--- config.mk ---
export PLATFORM = sky130hd
export DESIGN_NAME = pipe_top
export DESIGN_NICKNAME = d
export VERILOG_FILES = /design/src/hw/isa_pkg.sv /design/src/hw/pipe_pkg.sv /design/src/hw/decode_stage.sv /design/src/hw/exe_stage.sv /design/src/hw/hazard.sv /design/src/hw/mem_stage.sv /design/src/hw/pipe_top.sv /design/src/hw/reg_file.sv
export VERILOG_INCLUDE_DIRS = /design/src /design/src/hw
export SDC_FILE = /design/constraint.sdc
export NUM_CORES = 2
export LEC_CHECK = 0
export BUFFER_PORTS_ARGS = -buffer_cell sky130_fd_sc_hd__clkbuf_2
export CAP_MARGIN = 5
export CORE_ASPECT_RATIO = 1.4
export CORE_MARGIN = 1
export CORE_UTILIZATION = 30
export DETAILED_ROUTE_END_ITERATION = 8
export GPL_ROUTABILITY_DRIVEN = 0
export PLACE_DENSITY = 0.47
export SETUP_SLACK_MARGIN = 0.05
export SYNTH_ARGS = -nofsm -noshare
export SYNTH_HDL_FRONTEND = slang
export SYNTH_SLANG_ARGS = --single-unit
--- constraint.sdc ---
create_clock -name clk_i -period 17.8 [get_ports clk_i]
set_input_delay 0.89 -clock clk_i [delete_from_list [all_inputs] [get_ports clk_i]]
set_output_delay 0.89 -clock clk_i [all_outputs]
set_load 0.01 [all_outputs]
--- src/hw/pipe_params.svh ---
`ifndef PIPE_PARAMS_SVH
`define PIPE_PARAMS_SVH

// ************************************************************
// pipeline sizing
// ************************************************************

`define PIPE_REG_CNT    16  // architectural registers
`define PIPE_DATA_W     32  // datapath width
`define PIPE_DMEM_DEPTH 64  // data memory words, power of two

`endif

--- src/hw/isa_pkg.sv ---
`include "pipe_params.svh"

package isa_pkg;

  typedef logic [63:0]                      ir_t;
  typedef logic [$clog2(`PIPE_REG_CNT)-1:0] reg_addr_t;
  typedef logic [`PIPE_DATA_W-1:0]          data_t;
  typedef logic [3:0]                       op_field_t;
  typedef logic [31:0]                      imm_t;

  typedef enum logic [3:0] {
    T_ALU   = 4'd0,
    T_MOV   = 4'd1,
    T_LDI   = 4'd2,
    T_LOAD  = 4'd3,
    T_STORE = 4'd4
  } ir_type_t;

  typedef enum logic [2:0] {
    OP_ADD, OP_SUB, OP_AND, OP_OR, OP_XOR, OP_SHL, OP_SHR
  } alu_op_t;

  localparam ir_t IR_BUBBLE = '0;

  // ************************************************************
  // field access
  // ************************************************************

  function automatic ir_type_t ir_type(input ir_t ir);
    return ir_type_t'(ir[31:28]);
  endfunction

  function automatic op_field_t ir_op(input ir_t ir);
    return ir[27:24];
  endfunction

  function automatic alu_op_t ir_alu_op(input ir_t ir);
    return alu_op_t'(ir[26:24]);
  endfunction

  function automatic logic ir_imm_sel(input ir_t ir);
    return ir[27];  // op bit 3, immediate replaces rc
  endfunction

  function automatic reg_addr_t ir_ra(input ir_t ir);
    return ir[23:20];
  endfunction

  function automatic reg_addr_t ir_rb(input ir_t ir);
    return ir[19:16];
  endfunction

  function automatic reg_addr_t ir_rc(input ir_t ir);
    return ir[15:12];
  endfunction

  function automatic logic ir_immf(input ir_t ir);
    return ir[0];  // absolute address for load/store
  endfunction

  function automatic imm_t ir_imm(input ir_t ir);
    return ir[63:32];
  endfunction

endpackage

--- src/hw/pipe_pkg.sv ---
package pipe_pkg;

  typedef enum logic [1:0] {
    FWD_NONE = 2'd0,
    FWD_MEM  = 2'd1,
    FWD_EXE  = 2'd2,
    FWD_WB   = 2'd3
  } fwd_sel_t;

  // ************************************************************
  // stage payloads
  // ************************************************************

  typedef struct packed {
    isa_pkg::ir_t   ir;
    isa_pkg::data_t a;      // rb value
    isa_pkg::data_t b;      // rc value or immediate
    isa_pkg::data_t s;      // store data from ra
    fwd_sel_t       sel_a;
    fwd_sel_t       sel_b;
    fwd_sel_t       sel_s;
  } id_exe_t;

  typedef struct packed {
    isa_pkg::ir_t   ir;
    isa_pkg::data_t result;  // alu result or memory address
    isa_pkg::data_t sdata;
    logic           write;
  } exe_mem_t;

  typedef struct packed {
    logic              write;
    isa_pkg::reg_addr_t addr;
    isa_pkg::data_t    data;
  } wb_t;

endpackage

--- src/hw/decode_stage.sv ---
`timescale 1ns/1ps

module decode_stage (
  input  logic               clk_i,
  input  logic               arst_n,
  input  logic               in_valid,
  output logic               in_ready,
  input  isa_pkg::ir_t       in_ir,
  input  logic               stall,
  input  pipe_pkg::fwd_sel_t sel_a,
  input  pipe_pkg::fwd_sel_t sel_b,
  input  pipe_pkg::fwd_sel_t sel_s,
  output isa_pkg::reg_addr_t rd_addr_a,
  output isa_pkg::reg_addr_t rd_addr_b,
  output isa_pkg::reg_addr_t rd_addr_s,
  input  isa_pkg::data_t     rd_data_a,
  input  isa_pkg::data_t     rd_data_b,
  input  isa_pkg::data_t     rd_data_s,
  output isa_pkg::ir_t       if_ir,
  output isa_pkg::ir_t       id_ir,
  output pipe_pkg::id_exe_t  id_exe
);
  import isa_pkg::*;

  ir_t   id_q;  // if/id register
  data_t op_b;

  assign in_ready  = !stall;
  assign if_ir     = in_valid ? in_ir : IR_BUBBLE;
  assign id_ir     = id_q;
  assign rd_addr_a = ir_rb(id_q);
  assign rd_addr_b = ir_rc(id_q);
  assign rd_addr_s = ir_ra(id_q);
  assign op_b      = (ir_type(id_q) == T_ALU && ir_imm_sel(id_q)) ? ir_imm(id_q) : rd_data_b;

  always_ff @(posedge clk_i or negedge arst_n)
  begin
    if (!arst_n)
    begin
      id_q   <= IR_BUBBLE;
      id_exe <= '0;
    end
    else
    begin
      id_q   <= stall ? IR_BUBBLE : if_ir;  // refused word stays at the port
      id_exe <= '{ir: id_q, a: rd_data_a, b: op_b, s: rd_data_s,
                  sel_a: sel_a, sel_b: sel_b, sel_s: sel_s};
    end
  end

endmodule

--- src/hw/exe_stage.sv ---
`timescale 1ns/1ps
`include "pipe_params.svh"

module exe_stage (
  input  logic               clk_i,
  input  logic               arst_n,
  input  pipe_pkg::id_exe_t  id_exe,
  input  isa_pkg::data_t     mem_result,
  input  pipe_pkg::wb_t      wb,
  output isa_pkg::ir_t       exe_ir,
  output logic               exe_write,
  output pipe_pkg::exe_mem_t exe_mem
);
  import isa_pkg::*;
  import pipe_pkg::*;

  localparam int SHAMT_W = $clog2(`PIPE_DATA_W);

  data_t    wb_q;  // data of the previous write-back
  data_t    opa, opb, sdata, result;
  ir_type_t t;

  // selects were made one cycle ago, so each producer has moved one stage on
  function automatic data_t fwd(input fwd_sel_t sel, input data_t v);
    data_t r;
    case (sel)
      FWD_EXE: r = mem_result;
      FWD_MEM: r = wb.data;
      FWD_WB:  r = wb_q;
      default: r = v;
    endcase
    return r;
  endfunction

  function automatic data_t alu(input alu_op_t op, input data_t x, input data_t y);
    data_t r;
    case (op)
      OP_ADD:  r = x + y;
      OP_SUB:  r = x - y;
      OP_AND:  r = x & y;
      OP_OR:   r = x | y;
      OP_XOR:  r = x ^ y;
      OP_SHL:  r = x << y[SHAMT_W-1:0];
      OP_SHR:  r = x >> y[SHAMT_W-1:0];
      default: r = '0;
    endcase
    return r;
  endfunction

  assign exe_ir    = id_exe.ir;
  assign t         = ir_type(id_exe.ir);
  assign exe_write = (id_exe.ir != IR_BUBBLE) && (t inside {T_ALU, T_MOV, T_LDI, T_LOAD});

  always_comb
  begin
    opa   = fwd(id_exe.sel_a, id_exe.a);
    opb   = fwd(id_exe.sel_b, id_exe.b);
    sdata = fwd(id_exe.sel_s, id_exe.s);
    case (t)
      T_ALU:           result = alu(ir_alu_op(id_exe.ir), opa, opb);
      T_MOV:           result = opa;
      T_LDI:           result = ir_imm(id_exe.ir);
      T_LOAD, T_STORE: result = ir_immf(id_exe.ir) ? ir_imm(id_exe.ir) : opa + ir_imm(id_exe.ir);
      default:         result = '0;
    endcase
  end

  always_ff @(posedge clk_i or negedge arst_n)
  begin
    if (!arst_n)
    begin
      wb_q    <= '0;
      exe_mem <= '0;
    end
    else
    begin
      wb_q    <= wb.data;
      exe_mem <= '{ir: id_exe.ir, result: result, sdata: sdata, write: exe_write};
    end
  end

endmodule

--- src/hw/hazard.sv ---
`timescale 1ns/1ps

module hazard (
  input  logic               clk_i,
  input  logic               arst_n,
  input  isa_pkg::ir_t       if_ir,
  input  isa_pkg::ir_t       id_ir,
  input  isa_pkg::ir_t       exe_ir,
  input  isa_pkg::ir_t       mem_ir,
  input  logic               exe_write,
  input  logic               mem_write,
  input  pipe_pkg::wb_t      wb,
  output logic               stall,
  output pipe_pkg::fwd_sel_t sel_a,
  output pipe_pkg::fwd_sel_t sel_b,
  output pipe_pkg::fwd_sel_t sel_s
);
  import isa_pkg::*;
  import pipe_pkg::*;

  reg_addr_t load_dst;
  logic      if_uses_load;

  function automatic logic reads_rb(input ir_t ir);
    logic r;
    case (ir_type(ir))
      T_ALU, T_MOV:    r = 1'b1;
      T_LOAD, T_STORE: r = !ir_immf(ir);
      default:         r = 1'b0;
    endcase
    return r && (ir != IR_BUBBLE);
  endfunction

  function automatic logic reads_rc(input ir_t ir);
    return (ir_type(ir) == T_ALU) && !ir_imm_sel(ir) && (ir != IR_BUBBLE);
  endfunction

  function automatic logic reads_ra(input ir_t ir);
    return ir_type(ir) == T_STORE;  // store data
  endfunction

  // youngest producer wins
  function automatic fwd_sel_t pick(input reg_addr_t r);
    fwd_sel_t s;
    s = FWD_NONE;
    if (exe_write && ir_ra(exe_ir) == r)
      s = FWD_EXE;
    else if (mem_write && ir_ra(mem_ir) == r)
      s = FWD_MEM;
    else if (wb.write && wb.addr == r)
      s = FWD_WB;
    return s;
  endfunction

  always_comb
  begin
    sel_a = reads_rb(id_ir) ? pick(ir_rb(id_ir)) : FWD_NONE;
    sel_b = reads_rc(id_ir) ? pick(ir_rc(id_ir)) : FWD_NONE;
    sel_s = reads_ra(id_ir) ? pick(ir_ra(id_ir)) : FWD_NONE;
  end

  // ************************************************************
  // load-use
  // ************************************************************

  assign load_dst = ir_ra(id_ir);

  assign if_uses_load = (reads_rb(if_ir) && ir_rb(if_ir) == load_dst) ||
                        (reads_rc(if_ir) && ir_rc(if_ir) == load_dst) ||
                        (reads_ra(if_ir) && ir_ra(if_ir) == load_dst);

  assign stall = (ir_type(id_ir) == T_LOAD) && (if_ir != IR_BUBBLE) && if_uses_load;

endmodule

--- src/hw/mem_stage.sv ---
`timescale 1ns/1ps
`include "pipe_params.svh"

module mem_stage #(
  parameter int DMEM_DEPTH = `PIPE_DMEM_DEPTH
) (
  input  logic               clk_i,
  input  logic               arst_n,
  input  pipe_pkg::exe_mem_t exe_mem,
  output isa_pkg::ir_t       mem_ir,
  output logic               mem_write,
  output isa_pkg::data_t     mem_result,
  output pipe_pkg::wb_t      wb
);
  import isa_pkg::*;

  localparam int AW = $clog2(DMEM_DEPTH);

  data_t         dmem [DMEM_DEPTH];
  logic [AW-1:0] addr;  // address wraps at the depth
  ir_type_t      t;

  assign t          = ir_type(exe_mem.ir);
  assign addr       = exe_mem.result[AW-1:0];
  assign mem_ir     = exe_mem.ir;
  assign mem_write  = exe_mem.write;
  assign mem_result = (t == T_LOAD) ? dmem[addr] : exe_mem.result;

  always_ff @(posedge clk_i or negedge arst_n)
  begin
    if (!arst_n)
    begin
      for (int i = 0; i < DMEM_DEPTH; i++)
        dmem[i] <= '0;
    end
    else if (t == T_STORE)
    begin
      dmem[addr] <= exe_mem.sdata;
    end
  end

  always_ff @(posedge clk_i or negedge arst_n)
  begin
    if (!arst_n)
      wb <= '0;
    else
      wb <= '{write: exe_mem.write, addr: ir_ra(exe_mem.ir), data: mem_result};
  end

endmodule

--- src/hw/pipe_top.sv ---
`timescale 1ns/1ps

module pipe_top (
  input  logic          clk_i,
  input  logic          arst_n,
  input  logic          in_valid,
  input  isa_pkg::ir_t  in_ir,
  output logic          in_ready,
  output pipe_pkg::wb_t wb
);
  import isa_pkg::*;
  import pipe_pkg::*;

  ir_t       if_ir, id_ir, exe_ir, mem_ir;
  logic      exe_write, mem_write;
  logic      stall;
  fwd_sel_t  sel_a, sel_b, sel_s;
  reg_addr_t rd_addr_a, rd_addr_b, rd_addr_s;
  data_t     rd_data_a, rd_data_b, rd_data_s;
  data_t     mem_result;
  id_exe_t   id_exe;
  exe_mem_t  exe_mem;

  // ************************************************************
  // fetch / decode, hazards and registers
  // ************************************************************

  decode_stage u_decode (
    .clk_i     (clk_i),
    .arst_n    (arst_n),
    .in_valid  (in_valid),
    .in_ready  (in_ready),
    .in_ir     (in_ir),
    .stall     (stall),
    .sel_a     (sel_a),
    .sel_b     (sel_b),
    .sel_s     (sel_s),
    .rd_addr_a (rd_addr_a),
    .rd_addr_b (rd_addr_b),
    .rd_addr_s (rd_addr_s),
    .rd_data_a (rd_data_a),
    .rd_data_b (rd_data_b),
    .rd_data_s (rd_data_s),
    .if_ir     (if_ir),
    .id_ir     (id_ir),
    .id_exe    (id_exe)
  );

  hazard u_hazard (
    .clk_i     (clk_i),
    .arst_n    (arst_n),
    .if_ir     (if_ir),
    .id_ir     (id_ir),
    .exe_ir    (exe_ir),
    .mem_ir    (mem_ir),
    .exe_write (exe_write),
    .mem_write (mem_write),
    .wb        (wb),
    .stall     (stall),
    .sel_a     (sel_a),
    .sel_b     (sel_b),
    .sel_s     (sel_s)
  );

  reg_file u_regs (
    .clk_i     (clk_i),
    .arst_n    (arst_n),
    .rd_addr_a (rd_addr_a),
    .rd_addr_b (rd_addr_b),
    .rd_addr_s (rd_addr_s),
    .rd_data_a (rd_data_a),
    .rd_data_b (rd_data_b),
    .rd_data_s (rd_data_s),
    .wb        (wb)
  );

  // ************************************************************
  // execute and memory
  // ************************************************************

  exe_stage u_exe (
    .clk_i      (clk_i),
    .arst_n     (arst_n),
    .id_exe     (id_exe),
    .mem_result (mem_result),
    .wb         (wb),
    .exe_ir     (exe_ir),
    .exe_write  (exe_write),
    .exe_mem    (exe_mem)
  );

  mem_stage u_mem (
    .clk_i      (clk_i),
    .arst_n     (arst_n),
    .exe_mem    (exe_mem),
    .mem_ir     (mem_ir),
    .mem_write  (mem_write),
    .mem_result (mem_result),
    .wb         (wb)
  );

endmodule

--- src/hw/reg_file.sv ---
`timescale 1ns/1ps
`include "pipe_params.svh"

module reg_file (
  input  logic               clk_i,
  input  logic               arst_n,
  input  isa_pkg::reg_addr_t rd_addr_a,
  input  isa_pkg::reg_addr_t rd_addr_b,
  input  isa_pkg::reg_addr_t rd_addr_s,
  output isa_pkg::data_t     rd_data_a,
  output isa_pkg::data_t     rd_data_b,
  output isa_pkg::data_t     rd_data_s,
  input  pipe_pkg::wb_t      wb
);
  import isa_pkg::*;

  data_t regs [`PIPE_REG_CNT];

  always_ff @(posedge clk_i or negedge arst_n)
  begin
    if (!arst_n)
    begin
      for (int i = 0; i < `PIPE_REG_CNT; i++)
        regs[i] <= '0;
    end
    else if (wb.write)
    begin
      regs[wb.addr] <= wb.data;
    end
  end

  assign rd_data_a = regs[rd_addr_a];  // old value during a write
  assign rd_data_b = regs[rd_addr_b];
  assign rd_data_s = regs[rd_addr_s];

endmodule

==> results.py <==
metrics = {
    "floorplan": {
        "die_area_sq_um": 497500,
        "start_util_pct": 30.12,
        "ioPinCount": 105,
        "core_sq_um": 492700,
        "die_w_um": 596.4,
        "placementRows": 305,
        "die_h_um": 834.1,
    },
    "clock_tree": {
        "cts_hold_buf": 1,
        "clock_latency_ns": 1.02,
        "cts_buffer_depth": 4,
        "cts_sinks": 2932,
        "clkSlewWorstSetupHoldPaths_ns": 0.07,
        "cts_buffers": 315,
        "root_buffer": "clkbuf_16",
        "cts_resized": 0,
        "htree_levels": 5,
        "cts_tree": "built",
        "postCtsSetupBuffers": 0,
    },
    "route": {
        "wire_per_inst_um": 35.06,
        "drtPass1Iterations": 9,
        "vias_per_cell": 5.771,
        "drc": 0,
        "ant_nets": 0,
        "drt-initial-drc-count": 9413,
        "vias": 100300,
        "drt-total-wl_mm": 609.5,
    },
    "critical_path": {
        "r2r_setup_slack_ns": 7.08,
        "required_ns": 18.59,
        "path_depth": 29,
        "crit_fanout": 78,
        "cp.arrival_ns": 11.50,
        "critPathBufInv": 6,
        "startpoint_type": "flop",
        "critPathMaxStageDelay_ns": 0.62,
        "r2r_cells": 29,
        "crit_type": "reg2reg",
        "endpoint_kind": "flop",
        "critPathSlowestCell": "dfrtp_4",
        "path_common_cell": "o21ai_0",
        "cpLargestDelayFamily": "compound AO/OA/AOI/OAI gates",
    },
    "pwr": {
        "sw_frac_of_total_pct": 39.58,
        "cellPowerDensity_nw_per_um2": 142.3,
        "ir_drop_v": 0.0001099,
        "p_seq_share_pct": 34.8,
        "power_switching_w": 0.009391,
        "clkPwrFrac_pct": 29.1,
        "p_comb_share_pct": 36.1,
        "p_leak_nw": 75.71,
        "p_int_w": 0.01434,
    },
    "timing": {
        "finalHoldViolCount": 0,
        "min_period_ns": 10.72,
        "finalCritPeriodShare_pct": 60.20,
        "fin_hold_ws_ns": 0.1940,
        "grt_setup_unrepaired": "false",
        "maxSlewHeadroom_pct": 2.655,
        "worst_slew_pin_slew_ns": 1.460,
        "fin_worst_skew_ns": 0.1167,
        "timing.setup.tns_ns": 0,
        "fmax_mhz": 93.32,
        "setup_viol": 0,
        "slew_viol_final": 0,
    },
    "global_route": {
        "overflow": 0,
        "grt_antenna_before_repair": 35,
        "track_usage_pct": 24.08,
        "grt_pass1_vias": 105200,
        "grt_pass1_wl_mm": 853.9,
        "grt_max_degree": 179,
    },
    "synthesis": {
        "synth_top_family_by_area": "multiplexers",
        "netlist_instances": 10840,
        "yosysSeqAreaShare_pct": 49.45,
        "synthSimpleGateAreaFrac_pct": 3.680,
        "synth_xor_xnor_area_share_pct": 0.7378,
        "synth_flop_cell": "dfrtp_1",
        "post_synth.cell_area_avg_sq_um": 13.69,
        "synth_mux_area_share_pct": 34.22,
        "syn-cell-area_sq_um": 148400,
        "syn_nets": 11030,
        "synth_cell_type_count": 99,
        "synth_compound_area_share_pct": 7.357,
        "ys_warn_count": 0,
        "async_flop_share_pct": 100.0,
        "synth_edf_count": 0,
        "synth_seq_cells": 2932,
        "synthAdderAreaFrac_pct": 1.106,
    },
    "hold_path": {
        "hold_class": "in2reg",
        "min_path_cells": 2,
    },
    "finish": {
        "multiInputGateArea_sq_um": 70640,
        "nFillCells": 47800,
        "area_growth_pct": 12.37,
        "nets": 10730,
        "regArea_sq_um": 73470,
        "drive_above_1_share_pct": 43.02,
    },
    "run": {
        "drv_cap": 0,
    },
    "placed_design": {
        "post-dp-hpwl_mm": 386.9,
        "io_buffers": 104,
    },
    "run_status": {
        "outcome": "complete, no violations",
    },
}
through the flow:
| stage | cell area [sq um] | std cells | utilization [%] | setup slack (ns) | total power [W] |
|---|---|---|---|---|---|
| 3_5_place_dp | 156100 | 16810 | 31.68 | 7.521 | 0.01674 |
| 4_1_cts | 166700 | 17370 | 33.84 | 7.459 | 0.02370 |
| 5_1_grt | 166700 | 17380 | 33.84 | 6.725 | 0.02447 |
| 2_1_floorplan | 148400 | 10840 | - | 11.38 | 0.01309 |
| 6_report | 166700 | 17390 | 33.84 | 7.085 | 0.02373 |
| 3_3_place_gp | 156100 | 16810 | 31.68 | 7.508 | 0.01660 |
Yosys cell counts (45+ instances only):
cell type  number  area [sq um]
buf_1         260         975.9
buf_4          72         540.5
clkbuf_1      581          2181
o21ai_0       191         955.9
nand2b_1       45         281.5
a21oi_1       221          1106
mux2i_1       458          4584
a221o_1        60         600.6
o22ai_1       129         807.0
mux4_2        664         14950
mux2_2       2765         31140
dfrtp_1      2932         73370
nand3_1        61         305.3
a22oi_1       182          1366
a22o_1         50         437.9
xnor2_1        90         788.3
and3_1         85         531.8
nor2_1        299          1122
ha_1          128          1602
a221oi_1      159          1393
nand2_1       272          1021
nor3_1         57         285.3
a31oi_1        74         462.9
buf_2         118         590.6
nor4_1         53         331.6
inv_1          91         341.6
state kept, by name, summed over array words and instances (netlist names):
signal	cells
u_exe.wb_q	32
u_decode.id_ir	64
u_exe.exe_mem	73
u_regs.regs	512
u_mem.wb	37
u_mem.dmem	2048
u_decode.id_exe	166
cell families after synthesis:
family,count (synthesis)
AOI/OAI and AO/OA,1494
buffers and inverters,1179
adders and majority gates,130
xor gates and xnor gates,125
and+or+nand+nor,1080
DFF,2932
muxes,3896
power by group through the flow:
stage	sequential, W	combinational [W]	clock [W]
3_5_place_dp	0.00837	0.00838	0
5_1_grt	0.00836	0.00881	0.00730
4_1_cts	0.00825	0.00840	0.00705
6_report	0.00826	0.00856	0.00691
3_3_place_gp	0.00829	0.00831	0
2_1_floorplan	0.00792	0.00517	0
placed cells by master, fill, tap and decap left out, drive strengths merged, types with 60 or more instances in the layout:
master  synthesis  layout
a31oi          74      74
buf           485     349
mux2i         458     458
inv           101     117
nor2          301     301
a22oi         182     182
o22ai         129     129
a21oi         221     221
xnor2          90      90
ha            128     128
nand2         274     274
mux4          664     664
and3           85      85
a221o          60      60
a221oi        174     174
mux2         2774    2774
dfrtp        2932    2932
clkbuf        593     549
o21ai         199     199
nand3          61      61
worst reg2reg max path: cells and delay by family (launching register included):
family          cells  cell delay [ns]
compound gates     14             4.68
buf+inv             6             2.48
mux                 2             1.16
simple gates        4             0.93
flops               1             0.62
fa+ha+maj           1             0.38
xor+xnor            2             0.29
cell type report:
type	count	share of cell area (%)
Clock inverter	117	0.8990
Timing Repair Buffer	453	2.009
Sequential cell	2932	44.06
Antenna cell	11	0.01651
Clock buffer	446	5.458
Multi-Input combinational cell	6725	42.37
Inverter	101	0.2349
Tap cell	6600	4.953
path summary, 6_finish.rpt:
| kind | startpoint | to |
|---|---|---|
| hold reg to reg | u_decode.id_ir[7]$_DFF_PN0_ | u_decode.id_exe[109]$_DFF_PN0_ |
| min in group asynchronous | arst_n | u_mem.dmem[1847]$_DFFE_PN0P_ |
| setup reg to reg | u_exe.exe_mem[34]$_DFF_PN0_ | u_exe.exe_mem[60]$_DFF_PN0_ |
| hold / removal | in_ir[31] | u_decode.id_ir[31]$_DFF_PN0_ |
| max in group asynchronous | arst_n | u_mem.dmem[1319]$_DFFE_PN0P_ |
| setup / recovery | u_exe.exe_mem[34]$_DFF_PN0_ | u_exe.exe_mem[60]$_DFF_PN0_ |
layer usage:
metal	track usage (%)	vias to the layer above	part of all wire (%)
met5	0	-	0.013
met2	40.99	3989	49
met3	3.950	1349	5.8
met1	28.46	54630	38
li1	-	40350	-
met4	14.70	12	7.1
(Power assumes the default switching activity.)
